File: src/design/eeprom_pkg.sv
`default_nettype none

package eeprom_pkg;

    localparam int ADDR_W = 11;  // 2 K bytes
    localparam int DATA_W = 8;

    // upper nibble of every control byte
    localparam logic [3:0] DEVICE_CODE = 4'b1010;

    // r/w flag, lsb of the control byte
    localparam logic RW_WRITE = 1'b0;
    localparam logic RW_READ  = 1'b1;

    typedef enum logic [3:0] {
        MS_IDLE    = 4'd0,
        MS_START   = 4'd1,
        MS_CTRL_WR = 4'd2,
        MS_ADDR    = 4'd3,
        MS_DATA_WR = 4'd4,
        MS_RESTART = 4'd5,
        MS_CTRL_RD = 4'd6,
        MS_DATA_RD = 4'd7,
        MS_STOP    = 4'd8,
        MS_DONE    = 4'd9
    } main_state_t;

    // one op is one scl period, four quarters
    typedef enum logic [1:0] {
        OP_START = 2'd0,
        OP_STOP  = 2'd1,
        OP_WRITE = 2'd2,
        OP_READ  = 2'd3
    } bit_op_t;

endpackage

`default_nettype wire

File: src/design/byte_shifter.sv
`default_nettype none

module byte_shifter (
    input  wire logic                           CLK,
    input  wire logic                           RESET,
    input  wire logic                           load,
    input  wire logic [eeprom_pkg::DATA_W-1:0]  load_byte,
    input  wire logic                           shift,
    input  wire logic                           shift_in,
    output logic                                ser_out,
    output logic [eeprom_pkg::DATA_W-1:0]       byte_out,
    output logic                                last_bit
);

    localparam int CNT_W = $clog2(eeprom_pkg::DATA_W);
    localparam logic [CNT_W-1:0] CNT_LAST = CNT_W'(eeprom_pkg::DATA_W - 1);

    logic [eeprom_pkg::DATA_W-1:0] sreg;
    logic [CNT_W-1:0]              bit_cnt;

    // msb goes out first, received bits enter at bit 0
    always_ff @(posedge CLK) begin
        if (load) begin
            sreg <= load_byte;
        end else if (shift) begin
            sreg <= {sreg[eeprom_pkg::DATA_W-2:0], shift_in};
        end
    end

    always_ff @(posedge CLK) begin
        if (RESET) begin
            bit_cnt <= '0;
        end else if (load) begin
            bit_cnt <= '0;
        end else if (shift) begin
            bit_cnt <= bit_cnt + 1'b1;  // wraps after the eighth bit
        end
    end

    assign ser_out  = sreg[eeprom_pkg::DATA_W-1];
    assign byte_out = sreg;
    assign last_bit = (bit_cnt == CNT_LAST);

endmodule

`default_nettype wire

File: src/design/i2c_bit_engine.sv
`default_nettype none

module i2c_bit_engine #(
    parameter int QUARTER_CYCLES = 2
) (
    input  wire logic                 CLK,
    input  wire logic                 RESET,
    input  wire logic                 op_valid,
    input  wire eeprom_pkg::bit_op_t  op,
    input  wire logic                 tx_bit,
    input  wire logic                 sda_in,
    output logic                      op_done,
    output logic                      rx_bit,
    output logic                      scl,
    output logic                      sda_drive_low
);

    localparam int QW = (QUARTER_CYCLES > 1) ? $clog2(QUARTER_CYCLES) : 1;
    localparam logic [QW-1:0] Q_LAST = QW'(QUARTER_CYCLES - 1);

    logic                busy;
    logic [QW-1:0]       qcnt;
    logic [1:0]          phase;
    logic                active;
    logic                q_last;
    eeprom_pkg::bit_op_t op_q;
    logic                tx_q;
    eeprom_pkg::bit_op_t cur_op;
    logic                cur_tx;

    // the op_valid cycle already counts as quarter 0
    assign active  = busy | op_valid;
    assign q_last  = (qcnt == Q_LAST);
    assign cur_op  = busy ? op_q : op;
    assign cur_tx  = busy ? tx_q : tx_bit;
    assign op_done = busy & (phase == 2'd3) & q_last;

    always_ff @(posedge CLK) begin
        if (op_valid) begin
            op_q <= op;
            tx_q <= tx_bit;
        end
    end

    always_ff @(posedge CLK) begin
        if (RESET) begin
            busy  <= 1'b0;
            qcnt  <= '0;
            phase <= 2'd0;
        end else if (active) begin
            if (q_last) begin
                qcnt  <= '0;
                phase <= phase + 2'd1;  // back to 0 after quarter 3
            end else begin
                qcnt <= qcnt + 1'b1;
            end
            busy <= ~op_done;
        end
    end

    // pins follow the quarter one cycle later and hold between ops
    always_ff @(posedge CLK) begin
        if (RESET) begin
            scl           <= 1'b1;
            sda_drive_low <= 1'b0;
        end else if (active) begin
            case (cur_op)
                eeprom_pkg::OP_START: begin
                    case (phase)
                        2'd0:    sda_drive_low <= 1'b0;  // scl left as is
                        2'd1:    scl <= 1'b1;
                        2'd2:    sda_drive_low <= 1'b1;  // falling sda, scl high
                        default: scl <= 1'b0;
                    endcase
                end
                eeprom_pkg::OP_STOP: begin
                    case (phase)
                        2'd0: begin
                            scl           <= 1'b0;
                            sda_drive_low <= 1'b1;
                        end
                        2'd1:    scl <= 1'b1;
                        2'd2:    sda_drive_low <= 1'b0;  // rising sda, bus idle
                        default: ;
                    endcase
                end
                default: begin
                    case (phase)
                        2'd0: begin
                            scl           <= 1'b0;
                            sda_drive_low <= (cur_op == eeprom_pkg::OP_WRITE) & ~cur_tx;
                        end
                        2'd1:    scl <= 1'b1;
                        2'd2:    scl <= 1'b1;
                        default: scl <= 1'b0;
                    endcase
                end
            endcase
        end
    end

    // middle of scl high
    always_ff @(posedge CLK) begin
        if (active && cur_op == eeprom_pkg::OP_READ && phase == 2'd2 && qcnt == '0) begin
            rx_bit <= sda_in;
        end
    end

endmodule

`default_nettype wire

File: src/design/eeprom_ctrl.sv
`default_nettype none

module eeprom_ctrl (
    input  wire logic                           CLK,
    input  wire logic                           RESET,
    input  wire logic                           wr,
    input  wire logic                           rd,
    input  wire logic [eeprom_pkg::ADDR_W-1:0]  addr,
    input  wire logic [eeprom_pkg::DATA_W-1:0]  wdata,
    input  wire logic                           op_done,
    input  wire logic                           rx_bit,
    input  wire logic                           ser_out,
    input  wire logic                           last_bit,
    input  wire logic [eeprom_pkg::DATA_W-1:0]  byte_out,
    output logic                                ack,
    output logic                                nack_err,
    output logic [eeprom_pkg::DATA_W-1:0]       rdata,
    output logic                                op_valid,
    output eeprom_pkg::bit_op_t                 op,
    output logic                                tx_bit,
    output logic                                load,
    output logic [eeprom_pkg::DATA_W-1:0]       load_byte,
    output logic                                shift,
    output logic                                shift_in
);

    eeprom_pkg::main_state_t       state;
    logic                          is_read;
    logic                          ack_phase;  // ninth op of a byte
    logic                          ack_err;
    logic [eeprom_pkg::DATA_W-1:0] ctrl_wr_byte;
    logic [eeprom_pkg::DATA_W-1:0] ctrl_rd_byte;

    // device code, block select a10..a8, r/w
    assign ctrl_wr_byte = {eeprom_pkg::DEVICE_CODE,
                           addr[eeprom_pkg::ADDR_W-1:eeprom_pkg::DATA_W],
                           eeprom_pkg::RW_WRITE};
    assign ctrl_rd_byte = {eeprom_pkg::DEVICE_CODE,
                           addr[eeprom_pkg::ADDR_W-1:eeprom_pkg::DATA_W],
                           eeprom_pkg::RW_READ};

    assign tx_bit   = (state == eeprom_pkg::MS_DATA_RD) ? 1'b1 : ser_out;  // master nack
    assign shift_in = rx_bit;

    // shifter moves on the op_done edge so the next op sees the new msb
    always_comb begin
        load      = 1'b0;
        load_byte = ctrl_wr_byte;
        shift     = 1'b0;
        case (state)
            eeprom_pkg::MS_START: load = op_done;
            eeprom_pkg::MS_RESTART: begin
                load      = op_done;
                load_byte = ctrl_rd_byte;
            end
            eeprom_pkg::MS_CTRL_WR: begin
                load      = op_done & ack_phase;
                load_byte = addr[eeprom_pkg::DATA_W-1:0];
                shift     = op_done & ~ack_phase & ~last_bit;
            end
            eeprom_pkg::MS_ADDR: begin
                load      = op_done & ack_phase & ~is_read;
                load_byte = wdata;
                shift     = op_done & ~ack_phase & ~last_bit;
            end
            eeprom_pkg::MS_CTRL_RD: begin
                load      = op_done & ack_phase;  // clears the count for the read byte
                load_byte = '0;
                shift     = op_done & ~ack_phase & ~last_bit;
            end
            eeprom_pkg::MS_DATA_WR: shift = op_done & ~ack_phase & ~last_bit;
            eeprom_pkg::MS_DATA_RD: shift = op_done & ~ack_phase;
            default: ;
        endcase
    end

    always_ff @(posedge CLK) begin
        if (RESET) begin
            state     <= eeprom_pkg::MS_IDLE;
            op_valid  <= 1'b0;
            op        <= eeprom_pkg::OP_STOP;
            is_read   <= 1'b0;
            ack_phase <= 1'b0;
            ack_err   <= 1'b0;
            ack       <= 1'b0;
            nack_err  <= 1'b0;
        end else begin
            op_valid <= 1'b0;
            ack      <= 1'b0;
            nack_err <= 1'b0;
            case (state)
                eeprom_pkg::MS_IDLE: begin
                    if (wr || rd) begin
                        is_read   <= ~wr;  // write wins
                        ack_err   <= 1'b0;
                        ack_phase <= 1'b0;
                        op_valid  <= 1'b1;
                        op        <= eeprom_pkg::OP_START;
                        state     <= eeprom_pkg::MS_START;
                    end
                end
                eeprom_pkg::MS_START: begin
                    if (op_done) begin
                        op_valid <= 1'b1;
                        op       <= eeprom_pkg::OP_WRITE;
                        state    <= eeprom_pkg::MS_CTRL_WR;
                    end
                end
                eeprom_pkg::MS_RESTART: begin
                    if (op_done) begin
                        op_valid <= 1'b1;
                        op       <= eeprom_pkg::OP_WRITE;
                        state    <= eeprom_pkg::MS_CTRL_RD;
                    end
                end
                eeprom_pkg::MS_CTRL_WR, eeprom_pkg::MS_ADDR,
                eeprom_pkg::MS_DATA_WR, eeprom_pkg::MS_CTRL_RD: begin
                    if (op_done) begin
                        op_valid <= 1'b1;
                        if (!ack_phase) begin
                            op        <= last_bit ? eeprom_pkg::OP_READ : eeprom_pkg::OP_WRITE;
                            ack_phase <= last_bit;
                        end else begin
                            ack_phase <= 1'b0;
                            ack_err   <= ack_err | rx_bit;  // slave ack is low
                            case (state)
                                eeprom_pkg::MS_CTRL_WR: begin
                                    op    <= eeprom_pkg::OP_WRITE;
                                    state <= eeprom_pkg::MS_ADDR;
                                end
                                eeprom_pkg::MS_ADDR: begin
                                    if (is_read) begin
                                        op    <= eeprom_pkg::OP_START;
                                        state <= eeprom_pkg::MS_RESTART;
                                    end else begin
                                        op    <= eeprom_pkg::OP_WRITE;
                                        state <= eeprom_pkg::MS_DATA_WR;
                                    end
                                end
                                eeprom_pkg::MS_CTRL_RD: begin
                                    op    <= eeprom_pkg::OP_READ;
                                    state <= eeprom_pkg::MS_DATA_RD;
                                end
                                default: begin
                                    op    <= eeprom_pkg::OP_STOP;
                                    state <= eeprom_pkg::MS_STOP;
                                end
                            endcase
                        end
                    end
                end
                eeprom_pkg::MS_DATA_RD: begin
                    if (op_done) begin
                        op_valid <= 1'b1;
                        if (!ack_phase) begin
                            op        <= last_bit ? eeprom_pkg::OP_WRITE : eeprom_pkg::OP_READ;
                            ack_phase <= last_bit;
                        end else begin
                            ack_phase <= 1'b0;
                            op        <= eeprom_pkg::OP_STOP;
                            state     <= eeprom_pkg::MS_STOP;
                        end
                    end
                end
                eeprom_pkg::MS_STOP: begin
                    if (op_done) begin
                        ack      <= 1'b1;
                        nack_err <= ack_err;
                        state    <= eeprom_pkg::MS_DONE;
                    end
                end
                eeprom_pkg::MS_DONE: state <= eeprom_pkg::MS_IDLE;
                default: state <= eeprom_pkg::MS_IDLE;
            endcase
        end
    end

    // byte_out holds through the stop op, rdata only moves with ack
    always_ff @(posedge CLK) begin
        if (state == eeprom_pkg::MS_STOP && op_done && is_read) begin
            rdata <= byte_out;
        end
    end

endmodule

`default_nettype wire

File: src/design/eeprom_top.sv
`default_nettype none

module eeprom_top #(
    parameter int QUARTER_CYCLES = 2
) (
    input  wire logic                           CLK,
    input  wire logic                           RESET,
    input  wire logic                           wr,
    input  wire logic                           rd,
    input  wire logic [eeprom_pkg::ADDR_W-1:0]  addr,
    input  wire logic [eeprom_pkg::DATA_W-1:0]  wdata,
    input  wire logic                           sda_in,
    output logic                                ack,
    output logic                                nack_err,
    output logic [eeprom_pkg::DATA_W-1:0]       rdata,
    output logic                                scl,
    output logic                                sda_drive_low
);

    logic                          op_valid;
    eeprom_pkg::bit_op_t           op;
    logic                          tx_bit;
    logic                          op_done;
    logic                          rx_bit;
    logic                          load;
    logic [eeprom_pkg::DATA_W-1:0] load_byte;
    logic                          shift;
    logic                          shift_in;
    logic                          ser_out;
    logic [eeprom_pkg::DATA_W-1:0] byte_out;
    logic                          last_bit;

    eeprom_ctrl i_ctrl (
        .CLK       (CLK),
        .RESET     (RESET),
        .wr        (wr),
        .rd        (rd),
        .addr      (addr),
        .wdata     (wdata),
        .op_done   (op_done),
        .rx_bit    (rx_bit),
        .ser_out   (ser_out),
        .last_bit  (last_bit),
        .byte_out  (byte_out),
        .ack       (ack),
        .nack_err  (nack_err),
        .rdata     (rdata),
        .op_valid  (op_valid),
        .op        (op),
        .tx_bit    (tx_bit),
        .load      (load),
        .load_byte (load_byte),
        .shift     (shift),
        .shift_in  (shift_in)
    );

    // scl period is 4 * QUARTER_CYCLES clocks
    i2c_bit_engine #(
        .QUARTER_CYCLES (QUARTER_CYCLES)
    ) i_bit_engine (
        .CLK           (CLK),
        .RESET         (RESET),
        .op_valid      (op_valid),
        .op            (op),
        .tx_bit        (tx_bit),
        .sda_in        (sda_in),
        .op_done       (op_done),
        .rx_bit        (rx_bit),
        .scl           (scl),
        .sda_drive_low (sda_drive_low)
    );

    byte_shifter i_shifter (
        .CLK       (CLK),
        .RESET     (RESET),
        .load      (load),
        .load_byte (load_byte),
        .shift     (shift),
        .shift_in  (shift_in),
        .ser_out   (ser_out),
        .byte_out  (byte_out),
        .last_bit  (last_bit)
    );

endmodule

`default_nettype wire

File: config.mk
export PLATFORM = sky130hd
export DESIGN_NAME = eeprom_top
export DESIGN_NICKNAME = d
export VERILOG_FILES = /design/src/design/eeprom_pkg.sv /design/src/design/byte_shifter.sv /design/src/design/i2c_bit_engine.sv /design/src/design/eeprom_ctrl.sv /design/src/design/eeprom_top.sv
export SDC_FILE = /design/constraint.sdc
export NUM_CORES = 1
export LEC_CHECK = 0
export ABC_CLOCK_PERIOD_IN_PS = 3400
export BUFFER_PORTS_ARGS = -buffer_cell sky130_fd_sc_hd__buf_2
export CORE_ASPECT_RATIO = 1.4
export CORE_UTILIZATION = 60
export CTS_CLUSTER_DIAMETER = 60
export DETAILED_ROUTE_END_ITERATION = 7
export HOLD_SLACK_MARGIN = 0.02
export PLACE_DENSITY = 0.84
export RECOVER_POWER = 25
export SKIP_LAST_GASP = 1
export SYNTH_ARGS = -nofsm -noshare
export SYNTH_HDL_FRONTEND = slang
export SYNTH_HIERARCHICAL = 1
export SYNTH_SLANG_ARGS = --single-unit
File: constraint.sdc
create_clock -name CLK -period 3.4 [get_ports CLK]
set_input_delay 0.68 -clock CLK [delete_from_list [all_inputs] [get_ports CLK]]
set_output_delay 0.68 -clock CLK [all_outputs]
set_load 0.005 [all_outputs]
==> flow_summary.yaml, run 1 <==
floorplanning:
  die_area_mm2: 0.00398
  die_w_um: 53.6
  start_util_pct: 64.5
  core_mm2: 0.00347
  ios: 36
  die_h_um: 74.3
  num_rows: 25
setup_path:
  crit_start: "i_ctrl/state[2]"
  cp.required_ps: 3400
  end_kind: "register"
  timing.rr.end: "i_shifter/byte_out[1]"
  reg2reg_depth: 5
  cp.arrival_ps: 2560
  cp-start-kind: "register"
  crit_end: "i_shifter/byte_out[1]"
  critPathKind: "register to register"
  r2r_slack_ps: 840
  path_max_fanout: 20
  r2r-start: "i_ctrl/state[2]"
finish:
  nNetsFinal: 283
  drive_gt1_share_pct: 25.7
  syn_to_final_growth_pct: 12.0
  fillers: 261
  antenna_cells: 0
logic_synthesis:
  synthDistinctLibCells: 55
  yosys_warnings: 6
  async_reset_ff_share_pct: 0
  synthesis.area_mm2: 0.00224
  avgSynthCellArea_um2: 10.0
  yosysSeqAreaShare_pct: 45.6
  syn_nets: 254
  synthCells: 223
  synth_seq_cells: 41
  synth_edf_count: 20
  synth_flop_cell: "dfxtp_1"
global_route:
  grt-ovfl-total: 0
  grt_max_degree: 25
  antenna_found_initial: 0
  grt_pass1_vias: 1724
  grt_pass1_wl_um: 7850
  gr-usage-all-layers_pct: 28.1
sta:
  min_period_ps: 2560
  fin_tns_setup_ps: 0
  relSlewSlack_pct: 47.7
  drv_slew: 0
  fmax_mhz: 390
  max_slew.worst_pin.slew_ps: 783
  finClkSkew_ps: 9.78
  hold_viol_final: 0
  setup_viol: 0
  post-route-period-util_pct: 75.4
  rsz0062_at_grt: "no"
routing:
  initialDrtViolationCount: 105
  post_drt_wl_per_cell_um: 16.9
  vias: 1798
  wl_um: 4950
  drc: 0
  firstDrtPassIters: 4
  routed_via_density: 6.14
  drtAntennaViolNets: 0
flow_run:
  drv_cap: 0
clock_tree:
  cts_hold_buffers: 0
  cts_tree: "built"
  numCtsBuffers: 5
  cts_max_level: 2
  cts_setup_buffers: 0
  cts.sinks: 41
  cts.path.max_buffers: 2
  insertion_delay_ps: 300
  post_cts_resized: 0
  clockRootBuffer: "clkbuf_8"
  clk_pin_slew_ps: 80
power:
  power_uw: 1700
  p_leak_uw: 0.000977
  peakVddDrop_mv: 0.680
  p_per_area_mw_per_mm2: 679
placement:
  portBuffers: 35
  hpwl_um: 3530
  gp_congestion: 0.845
run_status:
  status: "finished clean"
hold_path:
  min_path_type: "register to register"
[where the power goes]
group	internal [µW]	switching (µW)	leakage, µW	total [µW]
clock	216	171	0.0000518	387
combinational	264	338	0.000573	603
sequential	580	131	0.000352	711
total	1060	640	0.000977	1700
[synthesized netlist by cell type, drive strengths merged (3+ instances only)]
cell / number / area, µm²
o21ai: 10 / 50.1
a21oi: 10 / 50.1
mux2i: 9 / 93.8
dfxtp: 21 / 420
a21o: 4 / 32.5
clkbuf: 9 / 33.8
a222oi: 3 / 30.0
buf: 5 / 45.0
a211oi: 5 / 37.5
nor2b: 4 / 25.0
or2: 4 / 25.0
mux2: 8 / 113
inv: 11 / 41.3
nand2b: 4 / 25.0
nand2: 16 / 60.1
nor3: 17 / 90.1
ha: 7 / 87.6
edfxtp: 20 / 601
nor2: 20 / 75.1
[cell families (layout without fill, tap and decap cells)]
family,count (synthesis),count (layout),share of synthesized area [%]
xor gates and xnor gates,3,3,1.17
DFF,41,41,45.6
buffers and inverters,25,55,5.37
adders and majority gates,7,7,3.91
and+or+nand+nor,80,80,18.6
AOI/OAI and AO/OA,50,50,16.2
muxes,17,17,9.22
[routing by layer]
layer	part of all wire (%)	vias to the layer above	GRT usage [%]	routed length, µm
met5	0	-	0	0
met4	3.1	0	12.3	153
met3	4.8	14	6.34	240
met2	53	76	49.4	2610
met1	39	836	31.4	1950
li1	-	872	-	-
[sequential cells by signal, summed over array words and instances (netlist names), 2 cells and up]
register,flops
i_bit_engine/op_q,2
i_ctrl/op,2
i_ctrl/rdata,8
i_ctrl/state,4
i_bit_engine/phase,2
i_shifter/bit_cnt,3
i_shifter/byte_out,8
[worst max-delay path: stages, from the launching register on]
cell and delay [ps]:
dfxtp_1 720, nor2b_1 320, nor2_1 150, o22a_1 220, nor3_1 520, or2_2 340
[layout by cell type (no fill, tap or decap), types with 3 or more instances in the layout]
cell      synthesis  layout
a211oi_1          5       5
a21oi_1          10      10
a222oi_1          3       3
buf_2             0      35
clkbuf_8          0       5
dfxtp_1          21      21
edfxtp_1         20      20
ha_1              7       7
inv_1            11      11
mux2_4            6       6
mux2i_1           8       8
nand2_1          16      16
nand2b_1          4       4
nor2_1           20      20
nor2b_1           4       4
nor3_1           16      15
o21ai_0          10      10
or2_2             4       4
[layout make-up]
cell class	count	area, µm²	area share (%)
clock buffers	5	68.8	2.75
multi-input cells	157	1100	43.9
well taps	40	50.0	2.00
flip-flops and latches	41	1020	40.7
repair buffers	36	183	7.29
clock inverters	3	41.3	1.65
inverters	11	41.3	1.65
[metrics by stage]
step           hold slack (ps)  utilization [%]  setup WS (ps)  area [µm²]  instances
2_1_floorplan              422                -           1230        2240        223
3_3_place_gp               427             69.0           1080        2400        285
3_5_place_dp               440             69.0            923        2400        285
4_1_cts                    465             72.2            897        2510        293
5_1_grt                    480             72.2            694        2510        293
6_report                   460             72.2            837        2510        293
[worst min path at each step]
stage                     depth (start not counted)             startpoint         endpoint
after floorplan                                   0  i_shifter/byte_out[0]  i_ctrl/rdata[0]
after global placement                            0  i_shifter/byte_out[6]  i_ctrl/rdata[6]
after detailed placement                          1         i_ctrl/ack_err  i_ctrl/nack_err
after CTS                                         2         i_ctrl/ack_err   i_ctrl/ack_err
after global routing                              0  i_shifter/byte_out[4]  i_ctrl/rdata[4]
final                                             2         i_ctrl/ack_err   i_ctrl/ack_err
(Power assumes the default switching activity.)
==> run 2: changes to the inputs <==
--- a/config.mk
+++ b/config.mk
@@ -5,14 +5,15 @@
 export SDC_FILE = /design/constraint.sdc
 export NUM_CORES = 1
 export LEC_CHECK = 0
-export ABC_CLOCK_PERIOD_IN_PS = 3400
+export ABC_AREA = 1
+export ABC_CLOCK_PERIOD_IN_PS = 2100
 export BUFFER_PORTS_ARGS = -buffer_cell sky130_fd_sc_hd__buf_2
 export CORE_ASPECT_RATIO = 1.4
-export CORE_UTILIZATION = 60
+export CORE_UTILIZATION = 51
 export CTS_CLUSTER_DIAMETER = 60
 export DETAILED_ROUTE_END_ITERATION = 7
 export HOLD_SLACK_MARGIN = 0.02
-export PLACE_DENSITY = 0.84
+export PLACE_DENSITY = 0.76
 export RECOVER_POWER = 25
 export SKIP_LAST_GASP = 1
 export SYNTH_ARGS = -nofsm -noshare
==> constraint.sdc (replaced) <==
create_clock -name CLK -period 2.1 [get_ports CLK]
set_input_delay 0.42 -clock CLK [delete_from_list [all_inputs] [get_ports CLK]]
set_output_delay 0.42 -clock CLK [all_outputs]
set_load 0.005 [all_outputs]
==> run 2 against run 1 <==
The run now ends with design-rule violations left; global-route usage is 5.8 points lower; via count up 7.1%; critical path type unchanged; power grew 54%; hold slack got worse by 160 ps; sequential share of layout area decreased by 0.90 points; area after synthesis decreased by 0.28%; synthesized cell count up 26%; setup slack lost 630 ps; non-clock buffer count up 4.
==> flow_summary.yaml, run 2 <==
global_route:
  antenna_found_initial: 0
  grt-ovfl-total: 0
  gr-usage-all-layers_pct: 22.3
  grt_pass1_vias: 1874
  grt_max_degree: 14
  grt_pass1_wl_um: 7890
floorplanning:
  num_rows: 28
  die_h_um: 80.3
  die_w_um: 57.9
  die_area_mm2: 0.00465
  start_util_pct: 53.1
  core_mm2: 0.00420
  ios: 36
setup_path:
  crit_family: "simple AND/OR/NAND/NOR gates"
  max_stage_delay_ps: 380
  cp.required_ps: 2100
  critPathKind: "register to register"
  crit_chain: "inv_2 -> nor2_1 -> nand2_2 -> nand4_4 -> nand2_1 -> a211oi_1 -> or2_4"
  critical-path-slowest-cell: "dfxtp_1"
  end_kind: "register"
  timing.rr.end: "i_shifter/byte_out[1]"
  r2r_slack_ps: 200
  cp_num_cells: 7
  cp.arrival_ps: 1900
  path_buf_inv: 1
  reg2reg_depth: 7
  path_max_fanout: 8
  cp-start-kind: "register"
  r2r-start: "i_ctrl/state[2]"
flow_run:
  drv_cap: 0
run_status:
  violations: "design-rule violations"
  status: "complete, but fails checks"
finish:
  fillers: 397
  syn_to_final_growth_pct: 14.8
  final_common_cell: "nand2_1"
  antenna_cells: 0
  final_cell_mix: "nand2_1, buf_2, inv_1"
  nNetsFinal: 356
  drive_gt1_share_pct: 23.9
  regArea_mm2: 0.00102
  multi_input_area_mm2: 0.00103
placement:
  portBuffers: 35
  pre_cts_ws_ps: 138
  gp_congestion: 0.903
  hpwl_um: 3550
routing:
  post_drt_wl_per_cell_um: 12.0
  drc: 2
  wl_um: 4470
  initialDrtViolationCount: 83
  firstDrtPassIters: 6
  vias: 1926
  routed_via_density: 5.19
  drtAntennaViolNets: 0
hold_path:
  hold_depth: 1
  hold_start: "sda_in"
  min_path_type: "input pin to register"
  hold_end: "i_bit_engine/rx_bit"
sta:
  fmax_mhz: 527
  fin_ws_ps: 202
  hold_viol_final: 0
  drv_slew: 0
  fin_tns_setup_ps: 0
  max_slew.worst_pin.slew_ps: 476
  post-route-period-util_pct: 90.4
  setup_viol: 0
  min_period_ps: 1900
  rsz0062_at_grt: "no"
  finClkSkew_ps: 6.58
  relSlewSlack_pct: 68.1
clock_tree:
  cts_tree: "built"
  cts_setup_buffers: 0
  insertion_delay_ps: 290
  clockRootBuffer: "clkbuf_8"
  clk_pin_slew_ps: 80
  numCtsBuffers: 5
  post_cts_resized: 0
  cts_hold_buffers: 0
  cts_max_level: 2
  cts.path.max_buffers: 2
  cts.sinks: 41
power:
  peakVddDrop_mv: 0.554
  p_per_area_mw_per_mm2: 1020
  p_leak_uw: 0.00121
logic_synthesis:
  async_reset_ff_share_pct: 0
  yosysSeqAreaShare_pct: 45.7
  synth_top_area_share_pct: 26.9
  yosys_warnings: 6
  synthesis.area_mm2: 0.00223
  avgSynthCellArea_um2: 7.94
  yosysTopAreaCell: "edfxtp_1"
  synthCells: 281
  syn_nets: 312
  synth.top_cells.by_area: "edfxtp_1, dfxtp_1, nand2_1, nand3_1, inv_1"
  ys_top_cells_by_count: "nand2_1, inv_1, nor2_1, nand3_1, dfxtp_1"
  synthDistinctLibCells: 32
  yosysMostFrequentCell: "nand2_1"
  synth_edf_count: 20
  synth_flop_cell: "dfxtp_1"
  synth_seq_cells: 41
==> run 2: cell count changes in the layout (fill, tap and decap cells not counted), sizes merged, moves of 5 or more <==
cell,previous run,this run
nand3,2,28
mux2,8,0
mux2i,9,0
nor2,20,30
nor3,17,4
o21ai,10,5
inv,11,36
nand2,16,100
==> run 2: layout make-up <==
type	instances	area share (%)
flip-flops and latches	41	39.8
well taps	45	2.20
inverters	37	5.96
clock buffers	5	2.69
clock inverters	3	0.684
repair buffers	40	8.25
multi-input cells	200	40.4
==> run 2: through the flow <==
step           cell area (µm²)  std cells  utilization [%]  power (µW)  hold slack, ps
6_report                  2560        371             61.0        2620             303
5_1_grt                   2560        371             61.0        2850             300
4_1_cts                   2560        371             60.9        2650             296
3_5_place_dp              2470        363             58.9        2130             435
3_3_place_gp              2470        363             58.9        2120             438
2_1_floorplan             2230        281                -        1890             420
==> run 2: metal layers <==
metal  global-route usage (%)  share of wire, %  vias to the layer above
met5                        0                 0                        -
met4                     8.81               1.8                        0
met3                     4.83               3.4                        7
met2                     40.5                53                       42
met1                     24.6                42                      879
li1                         -                 -                      998
==> run 2: logic make-up (layout without fill, tap and decap cells) <==
family / count (synthesis) / in the layout / synth area share (%)
DFF: 41 / 41 / 45.7
adders and majority gates: 7 / 7 / 3.92
and+or+nand+nor: 170 / 170 / 36.0
AOI/OAI and AO/OA: 23 / 23 / 6.33
buffers and inverters: 40 / 85 / 8.02
==> run 2: worst max path at each step <==
stage	start	end	slack [ps]
global placement	i_ctrl/state[2]	i_shifter/byte_out[2]	210
finish	i_ctrl/state[2]	i_shifter/byte_out[1]	200
floorplan	i_bit_engine/phase[1]	i_ctrl/rdata[0]	70
detailed placement	i_ctrl/state[2]	i_shifter/byte_out[3]	140
global route	i_bit_engine/busy	i_shifter/byte_out[7]	110
CTS	i_ctrl/state[2]	i_shifter/byte_out[2]	110
==> run 2: power by group <==
group          leakage [µW]  internal [µW]  total, µW  switching (µW)
clock             0.0000439            229        504             275
combinational      0.000810            389       1060             672
sequential         0.000352            946       1060             111
==> run 3: changes to the inputs <==
--- a/config.mk
+++ b/config.mk
@@ -6,14 +6,14 @@
 export NUM_CORES = 1
 export LEC_CHECK = 0
 export ABC_AREA = 1
-export ABC_CLOCK_PERIOD_IN_PS = 2100
+export ABC_CLOCK_PERIOD_IN_PS = 1850
 export BUFFER_PORTS_ARGS = -buffer_cell sky130_fd_sc_hd__buf_2
 export CORE_ASPECT_RATIO = 1.4
-export CORE_UTILIZATION = 51
+export CORE_UTILIZATION = 56
 export CTS_CLUSTER_DIAMETER = 60
 export DETAILED_ROUTE_END_ITERATION = 7
 export HOLD_SLACK_MARGIN = 0.02
-export PLACE_DENSITY = 0.76
+export PLACE_DENSITY = 0.79
 export RECOVER_POWER = 25
 export SKIP_LAST_GASP = 1
 export SYNTH_ARGS = -nofsm -noshare
==> constraint.sdc (replaced) <==
create_clock -name CLK -period 1.85 [get_ports CLK]
set_input_delay 0.37 -clock CLK [delete_from_list [all_inputs] [get_ports CLK]]
set_output_delay 0.37 -clock CLK [all_outputs]
set_load 0.005 [all_outputs]
==> run 3 against run 2 <==
The flow now finishes without violations; die area shrank 8.7%; first-iteration DRC count shrank 31%; non-clock buffer count grew 4; power grew 21%; critical path type unchanged; largest power group is now combinational logic.
==> flow_summary.yaml, run 3 (synthesized netlist as in run 2, its figures left out) <==
run_status:
  status: "finished clean"
clock_tree:
  clk_pin_slew_ps: 80
  insertion_delay_ps: 300
  cts.sinks: 41
  cts.path.max_buffers: 2
  clockRootBuffer: "clkbuf_8"
  numCtsBuffers: 5
  cts_max_level: 2
  cts_tree: "built"
  cts_setup_buffers: 0
  post_cts_resized: 0
  cts_hold_buffers: 0
power:
  pwr-share-clk_pct: 22.3
  power.internal_uw: 1960
  p_sw_share_pct: 38.2
  switchingPower_uw: 1210
  peakVddDrop_mv: 1.06
  combPwrFrac_pct: 40.2
  p_per_area_mw_per_mm2: 1200
  seq_power_share_pct: 37.5
  p_leak_uw: 0.00124
sta:
  hold_viol_final: 0
  finClkSkew_ps: 4.23
  fmax_mhz: 577
  min_period_ps: 1730
  fin_tns_setup_ps: 0
  drv_slew: 0
  max_slew.worst_pin.slew_ps: 251
  post-route-period-util_pct: 93.6
  relSlewSlack_pct: 83.3
  holdWs_ps: 250
  setup_viol: 0
finish:
  regArea_mm2: 0.00102
  syn_to_final_growth_pct: 18.2
  layout.cells.non_filler: 372
  multi_input_area_mm2: 0.00106
  antenna_cells: 0
  drive_gt1_share_pct: 27.0
  finish.utilization_pct: 70.5
  fillers: 325
  final_cell_mix: "nand2_1, buf_2, inv_1"
  design_area_mm2: 0.00264
  nNetsFinal: 360
  final_common_cell: "nand2_1"
routing:
  post_drt_wl_per_cell_um: 12.1
  initialDrtViolationCount: 57
  routed_via_density: 5.18
  vias: 1928
  drtAntennaViolNets: 0
  firstDrtPassIters: 4
  drc: 0
  wl_um: 4510
setup_path:
  timing.rr.end: "i_shifter/byte_out[1]"
  r2r-start: "i_ctrl/state[2]"
  reg2reg_depth: 7
  critPathKind: "register to register"
  cp-start-kind: "register"
  cp.required_ps: 1860
  crit_start: "i_ctrl/state[2]"
  path_max_fanout: 8
  r2r_slack_ps: 120
  cp.arrival_ps: 1740
  crit_end: "i_shifter/byte_out[1]"
  end_kind: "register"
global_route:
  grt_pass1_wl_um: 7860
  grt_max_degree: 14
  grt_pass1_vias: 1855
  antenna_found_initial: 0
  gr-usage-all-layers_pct: 23.6
  grt-ovfl-total: 0
floorplanning:
  die_w_um: 55.4
  ios: 36
  die_area_mm2: 0.00425
  start_util_pct: 59.7
  core_mm2: 0.00374
  die_h_um: 76.7
  num_rows: 26
placement:
  gp_congestion: 0.881
  hpwl_um: 3530
  portBuffers: 35
  placedCellCount: 364
  place_area_mm2: 0.00251
hold_path:
  hold_depth: 1
  min_path_type: "input pin to register"
flow_run:
  drv_cap: 0
==> run 3: cell types whose count changed in the layout (fill, tap and decap cells not counted), moves of 2 or more <==
cell / change
buf_4: +4
dfxtp_1: -2
clkinv_2: -2
nor2_2: +2
dfxtp_2: +2
nor2_1: -2
==> run 3: cell type report <==
type | count | area share [%]
Sequential cell | 41 | 38.8
Timing Repair Buffer | 44 | 9.20
Inverter | 37 | 5.78
Clock inverter | 3 | 1.56
Clock buffer | 5 | 2.61
Tap cell | 42 | 1.99
Multi-Input combinational cell | 200 | 40.1
==> run 3: worst min path at each step <==
stage,start,to,slack (ps)
finish,sda_in,i_bit_engine/rx_bit,250
global route,sda_in,i_bit_engine/rx_bit,240
CTS,sda_in,i_bit_engine/rx_bit,240
detailed placement,i_shifter/byte_out[7],i_ctrl/rdata[7],430
global placement,i_shifter/byte_out[7],i_ctrl/rdata[7],430
floorplan,i_ctrl/ack_err,i_ctrl/nack_err,420
==> run 3: critical path, cell delays in order, from the launching register on <==
cell,delay (ps)
dfxtp_1,380
inv_2,80
nor2_2,160
nand2_2,140
nand4_4,140
nand2_1,90
a211oi_2,230
or2_4,240
==> run 3: power groups by stage <==
stage	Clock (µW)	Combinational (µW)	Sequential [µW]
floorplan	0	950	1190
global placement	0	1240	1200
detailed placement	0	1260	1200
CTS	728	1260	1180
global route	761	1460	1210
finish	707	1270	1190
==> run 3: metal layers <==
metal	vias to the layer above	track usage (%)	part of all wire, %
met4	0	13.5	3.5
met2	33	42.0	52
met3	15	5.23	3.3
met5	-	0	0
met1	879	25.2	41
li1	1001	-	-
==> run 3: metrics by stage <==
| step | total power [µW] | setup WS (ps) |
|---|---|---|
| 4_1_cts | 3170 | 26.4 |
| 3_3_place_gp | 2440 | 4.52 |
| 3_5_place_dp | 2460 | 52.4 |
| 5_1_grt | 3430 | -5.42 |
| 2_1_floorplan | 2140 | 56.5 |
| 6_report | 3170 | 118 |
